===== config.mk =====
export PLATFORM = sky130hd
export DESIGN_NAME = bus_arbiter
export DESIGN_NICKNAME = d
export VERILOG_FILES = /design/src/design/tiny_soc_pkg.sv /design/src/design/bus_arbiter.sv
export SDC_FILE = /design/constraint.sdc
export NUM_CORES = 1
export LEC_CHECK = 0
export BUFFER_PORTS_ARGS = -buffer_cell sky130_fd_sc_hd__buf_2
export CORE_AREA = 5 5 106 108
export CTS_CLUSTER_DIAMETER = 40
export CTS_CLUSTER_SIZE = 14
export DETAILED_ROUTE_END_ITERATION = 10
export DIE_AREA = 0 0 111 113
export HOLD_SLACK_MARGIN = 0.15
export PLACE_DENSITY = 0.64
export SYNTH_ARGS = -nofsm -noshare
export SYNTH_HDL_FRONTEND = slang
export SYNTH_SLANG_ARGS = --single-unit
export TNS_END_PERCENT = 20

===== constraint.sdc =====
create_clock -name main_clk -period 1.3 [get_ports main_clk]
set_input_delay 0.065 -clock main_clk [delete_from_list [all_inputs] [get_ports main_clk]]
set_output_delay 0.065 -clock main_clk [all_outputs]
set_load 0.1 [all_outputs]

===== src/design/tiny_soc_pkg.sv =====
`default_nettype none

package tiny_soc_pkg;

    localparam int xlen = 32;
    localparam int mem_words = 1024;
    localparam int mem_addr_bits = 10;
    localparam logic [xlen-1:0] reset_pc = 32'h0000_0000;

    typedef logic [xlen-1:0] word_t;

    typedef enum logic [6:0] {
        opc_lui    = 7'b0110111,
        opc_jal    = 7'b1101111,
        opc_jalr   = 7'b1100111,
        opc_branch = 7'b1100011,
        opc_load   = 7'b0000011,
        opc_store  = 7'b0100011,
        opc_op_imm = 7'b0010011,
        opc_op     = 7'b0110011,
        opc_system = 7'b1110011
    } opcode_t;

    typedef enum logic [3:0] {
        alu_add,
        alu_sub,
        alu_and,
        alu_or,
        alu_xor,
        alu_sll,
        alu_srl,
        alu_pass_b,
        alu_divu,
        alu_remu
    } alu_op_t;

    typedef enum logic [1:0] {
        wb_alu,
        wb_load,
        wb_pc_plus4
    } wb_src_t;

    typedef enum logic [2:0] {
        br_none,
        br_eq,
        br_ne,
        br_lt,
        br_always
    } br_cond_t;

    typedef enum logic {
        op2_reg,
        op2_imm
    } op2_src_t;

endpackage

`default_nettype wire

===== src/design/bus_arbiter.sv =====
`timescale 1ns/1ns
`default_nettype none

module bus_arbiter
    import tiny_soc_pkg::*;
(
    input  logic  main_clk,
    input  logic  nreset,
    input  logic  core_valid,
    output logic  core_ready,
    input  word_t core_addr,
    input  word_t core_wdata,
    input  logic  core_we,
    output word_t core_rdata,
    input  logic  host_valid,
    output logic  host_ready,
    input  word_t host_addr,
    input  word_t host_wdata,
    input  logic  host_we,
    output word_t host_rdata,
    output logic  mem_valid,
    input  logic  mem_ready,
    output logic [mem_addr_bits-1:0] mem_addr,
    output word_t mem_wdata,
    output logic  mem_we,
    input  word_t mem_rdata
);
    logic open_xfer;
    logic last_host;
    logic pick_host;
    logic sel_host;

    // With both masters requesting, the one not served last wins.
    assign pick_host = host_valid && (!core_valid || !last_host);
    assign sel_host = open_xfer ? last_host : pick_host;

    assign mem_valid = sel_host ? host_valid : core_valid;
    assign mem_addr = sel_host ? host_addr[mem_addr_bits-1:0] : core_addr[mem_addr_bits+1:2];
    assign mem_wdata = sel_host ? host_wdata : core_wdata;
    assign mem_we = sel_host ? host_we : core_we;

    assign core_ready = mem_ready && !sel_host;
    assign host_ready = mem_ready && sel_host;
    assign core_rdata = sel_host ? '0 : mem_rdata;
    assign host_rdata = sel_host ? mem_rdata : '0;

    always_ff @(posedge main_clk) begin
        if (!nreset) begin
            open_xfer <= 1'b0;
            last_host <= 1'b1;
        end else if (mem_ready) begin
            open_xfer <= 1'b0;
        end else if (mem_valid && !open_xfer) begin
            open_xfer <= 1'b1;
            last_host <= pick_host;
        end
    end

endmodule

`default_nettype wire


[Word-level counts from Yosys, hierarchy flattened]
Cells that the tools add are included.
Word-level totals
  register bits: 2
  output and inout bits: 110
  word-level logic and storage cells: 22
Cells by class
  multiplexer cells: 7
  bitwise operators: 2
  reductions and logical operators: 11
Operators by type and width (number)
  2-to-1 mux 32 bit: 3
  2-to-1 mux 10 bit: 1
  logical AND 1 bit: 4
  logical NOT 1 bit: 4
  2-to-1 mux 1 bit: 3
  inverter 1 bit: 2
  AND reduction 2 bit: 1
  OR reduction 2 bit: 1
  logical OR 1 bit: 1

[Logic depth before layout (Yosys ltp)]
  word-level depth: 7
  mapped depth: 6
  mapped depth without buffers: 3

[Worst setup path before layout]
OpenSTA, ideal clock, no wires.
  kind: flip-flop to output port
  start: register last_host
  end: output port mem_valid
  data arrival time: 2.276 ns
  data required time: 1.235 ns
  slack: -1.041 ns
  stages on the path, launching flop included: 5
  cell sequence: dfxtp_1 -> buf_2 -> buf_2 -> mux2i_1 -> a21oi_1
On the way
  word-level cells in the longest chain between the ends: 5
RTL lines
  start: declaration: RTL line bus_arbiter.sv:29  | logic last_host;
  start signal: assignment: RTL line bus_arbiter.sv:55  | last_host <= pick_host;
  logical NOT 1 bit: RTL line bus_arbiter.sv:34  | assign pick_host = host_valid && (!core_valid || !last_host);
  logical OR 1 bit: RTL line bus_arbiter.sv:34
  logical AND 1 bit: RTL line bus_arbiter.sv:34
  2-to-1 mux 1 bit *: RTL line bus_arbiter.sv:35  | assign sel_host = open_xfer ? last_host : pick_host;
  2-to-1 mux 1 bit *: RTL line bus_arbiter.sv:37  | assign mem_valid = sel_host ? host_valid : core_valid;
  end: declaration: RTL line bus_arbiter.sv:21  | output logic mem_valid,
Mark *: on every way between the ends. The rest lies on a longest branch, timed or not.

[Worst setup path in the final report]
  start: register open_xfer
  end: output port mem_addr[8]
On the way
  word-level cells in the longest chain between the ends: 2
RTL lines
  start: declaration: RTL line bus_arbiter.sv:28  | logic open_xfer;
  start signal: assignment: RTL line bus_arbiter.sv:49  | open_xfer <= 1'b0;
  start signal: assignment: RTL line bus_arbiter.sv:52  | open_xfer <= 1'b0;
  start signal: assignment: RTL line bus_arbiter.sv:54  | open_xfer <= 1'b1;
  2-to-1 mux 1 bit: RTL line bus_arbiter.sv:35
  2-to-1 mux 10 bit: RTL line bus_arbiter.sv:38  | assign mem_addr = sel_host ? host_addr[mem_addr_bits-1:0] : core_addr[mem_addr_bits+1:2];
  end: declaration: RTL line bus_arbiter.sv:23  | output logic [mem_addr_bits-1:0] mem_addr,
Every way passes these cells.

==> impl_metrics.py <==
metrics = {
    "place": {
        "hpwl_mm": 9.52,
        "io_buffers": 232,
        "gp_congestion": 0.827,
        "dp.cells": 638,
    },
    "cells_and_area": {
        "nNetsFinal": 693,
        "layout-drive-gt1-share_pct": 73.5,
        "final_util_pct": 62.5,
        "multi_input_area_um2": 2670,
        "layout_commonest_cell": "buf_12",
        "final_cells": 664,
        "final_cell_mix": "buf_12 (123), buf_2 (122), nor2b_1 (44), nor3b_1 (44)",
        "syn_to_final_growth_pct": 195,
        "fillCellCount": 730,
        "regArea_um2": 47.5,
    },
    "synth": {
        "synth_fa_ha_area_share_pct": 0,
        "synth_top_family_by_area": "simple AND/OR/NAND/NOR gates",
        "synthMuxAreaShare_pct": 0.932,
        "syn-instance-count": 290,
        "synth-xor-area-share_pct": 0,
        "yosys_warnings": 0,
        "synth-seq-cells": 2,
        "seq_area_frac_synth_pct": 1.86,
        "synth_compound_area_share_pct": 39.0,
        "synth_cell_types": 21,
        "syn_area_um2": 2150,
        "syn_area_per_cell_um2": 7.41,
        "synth_nets": 457,
        "synth-simple-area-share_pct": 48.6,
    },
    "timing": {
        "slew_headroom_pct": 80.9,
        "finalCritPeriodShare_pct": 129,
        "finalSetupViolCount": 110,
        "worst_pin_slew_ns": 0.286,
        "finalHoldViolCount": 0,
        "skew_ns": 0.00457,
        "rsz0062_at_grt": "true",
        "finalWorstSetupSlack_ns": -0.379,
        "clock.fmax_mhz": 596,
        "period_needed_ns": 1.68,
        "maxSlewViolCount": 0,
    },
    "grt": {
        "antenna_found_initial": 4,
        "overflow": 0,
        "grt_pass1_wl_mm": 19.1,
        "grt_pass1_vias": 3481,
        "groute.usage.overall_pct": 18.5,
        "grt_max_degree": 49,
    },
    "hold_path": {
        "whs_path_depth": 4,
        "hold_end": "open_xfer",
        "hp-class": "in -> reg",
        "hold_start": "core_valid",
    },
    "clocking": {
        "clock_path_buffers": 2,
        "cts-buffers-inserted": 3,
        "cts.clk_slew.worst_paths_ns": 0.03,
        "cts_sinks": 2,
        "insertion_delay_ns": 0.22,
        "root_buffer": "clkbuf_8",
        "tritoncts": "yes",
        "htreeDepth": 1,
    },
    "floorplan": {
        "ios": 277,
        "rows": 37,
        "die-area_um2": 12500,
        "core_area_um2": 10100,
        "fp.dieW_um": 111,
        "start_util_pct": 21.2,
        "die-height_um": 113,
    },
    "power": {
        "irDropWorstVdd_mv": 0.437,
        "power_density_nw_per_um2": 974,
        "p_leak_nw": 3.02,
    },
    "status": {
        "violations": "setup timing",
        "status": "finished with violations",
    },
    "setup_path": {
        "rrSetupSlack_ns": 0.08,
        "path_class": "reg -> out",
        "start_kind": "flop",
        "cp.arrival_ns": 1.61,
        "critPathMaxFanout": 6,
        "r2r-start": "open_xfer",
        "crit_path_end_kind": "primary output",
        "r2r_end": "last_host",
        "worstPathRequired_ns": 1.24,
        "reg2reg_depth": 5,
    },
    "detailed_routing": {
        "via_per_inst": 4.98,
        "finalWirelength_mm": 12.8,
        "antenna_left": 0,
        "dr_total_vias": 3304,
        "drt_iter0_markers": 117,
        "wl_per_cell_um": 19.2,
        "dr.pass1.iters": 4,
        "drc": 0,
    },
    "job": {
        "drv_cap": 0,
    },
}
==> state kept, by name, summed over array words and instances, names as in the netlist <==
name       count
open_xfer      1
last_host      1
==> through the flow <==
| step | cell area [um2] | TNS [ns] | hold slack [ns] | setup WS [ns] | power, W |
|---|---|---|---|---|---|
| global route | 6330 | -38.58 | 0.405 | -0.425 | 0.00634 |
| detailed placement | 5850 | -13.66 | 0.264 | -0.225 | 0.00563 |
| global placement | 5850 | -10.05 | 0.261 | -0.154 | 0.00556 |
| CTS | 6180 | -35.35 | 0.352 | -0.355 | 0.00609 |
| floorplan | 2870 | -14.25 | 0.141 | -0.157 | 0.00367 |
| finish | 6330 | -33.58 | 0.375 | -0.379 | 0.00617 |
==> critical path: stages (launching register included) <==
cell and delay (ns):
dfxtp_4 0.37, buf_6 0.13, o21ai_4 0.19, buf_12 0.17, clkbuf_16 0.16, o221a_4 0.20, buf_12 0.17
==> cells in the mapped netlist, drive strengths merged <==
cell type | count | share of area, %
a21boi | 1 | 0.35
a21oi | 2 | 0.47
and2 | 33 | 9.6
and3 | 1 | 0.29
buf | 21 | 6.8
clkbuf | 15 | 2.8
dfxtp | 2 | 1.9
mux2i | 2 | 0.93
nor2 | 2 | 0.35
nor2b | 77 | 22
nor3 | 1 | 0.23
nor3b | 44 | 15
o21ai | 2 | 0.64
o21bai | 43 | 15
o221a | 43 | 23
or2 | 1 | 0.29
==> area by class of cell <==
cell class / instances / area share [%]
Sequential cell: 2 / 0.751
Antenna cell: 4 / 0.158
Multi-Input combinational cell: 252 / 42.1
Clock buffer: 3 / 0.652
Tap cell: 136 / 2.69
Timing Repair Buffer: 267 / 53.7
==> worst max path at each step <==
stage                         start             end  slack [ns]  depth (start not counted)
after floorplan           last_host  host_rdata[24]       -0.16                          5
after global placement    open_xfer  core_rdata[28]       -0.15                          4
after detailed placement  open_xfer   mem_wdata[24]       -0.23                          5
after CTS                 open_xfer   mem_wdata[28]       -0.35                          6
after global routing      open_xfer     mem_addr[8]       -0.43                          6
final                     open_xfer     mem_addr[8]       -0.38                          6
==> per-layer routing <==
layer / routed length (um) / GRT usage, % / share of wire [%]
met5: 0 / 0 / 0
met4: 352 / 4.93 / 2.8
met3: 890 / 5.19 / 7.0
met2: 6970 / 36.4 / 55
met1: 4570 / 19.0 / 36
==> cells by family after synthesis <==
logic type / after synthesis
buffers and inverters: 36
and+or+nand+nor: 159
DFF: 2
AOI/OAI and AO/OA: 91
muxes: 2
==> repair_timing <==
| action | CTS | global route |
|---|---|---|
| pin swaps | 4 | 10 |
| buffers inserted | 8 | 3 |
| setup endpoints to repair | 111 | 111 |
| hold buffers | 2 | 0 |
| cloned | 3 | 6 |
| resized for setup | 14 | 14 |
| endpoints found under the hold margin | 2 | 0 |
==> power breakdown <==
part           switching, W  internal [W]  total [W]
combinational       0.00352       0.00233    0.00585
sequential       0.00000814     0.0000647  0.0000729
clock             0.0000556      0.000196   0.000252
(Power assumes the default switching activity.)
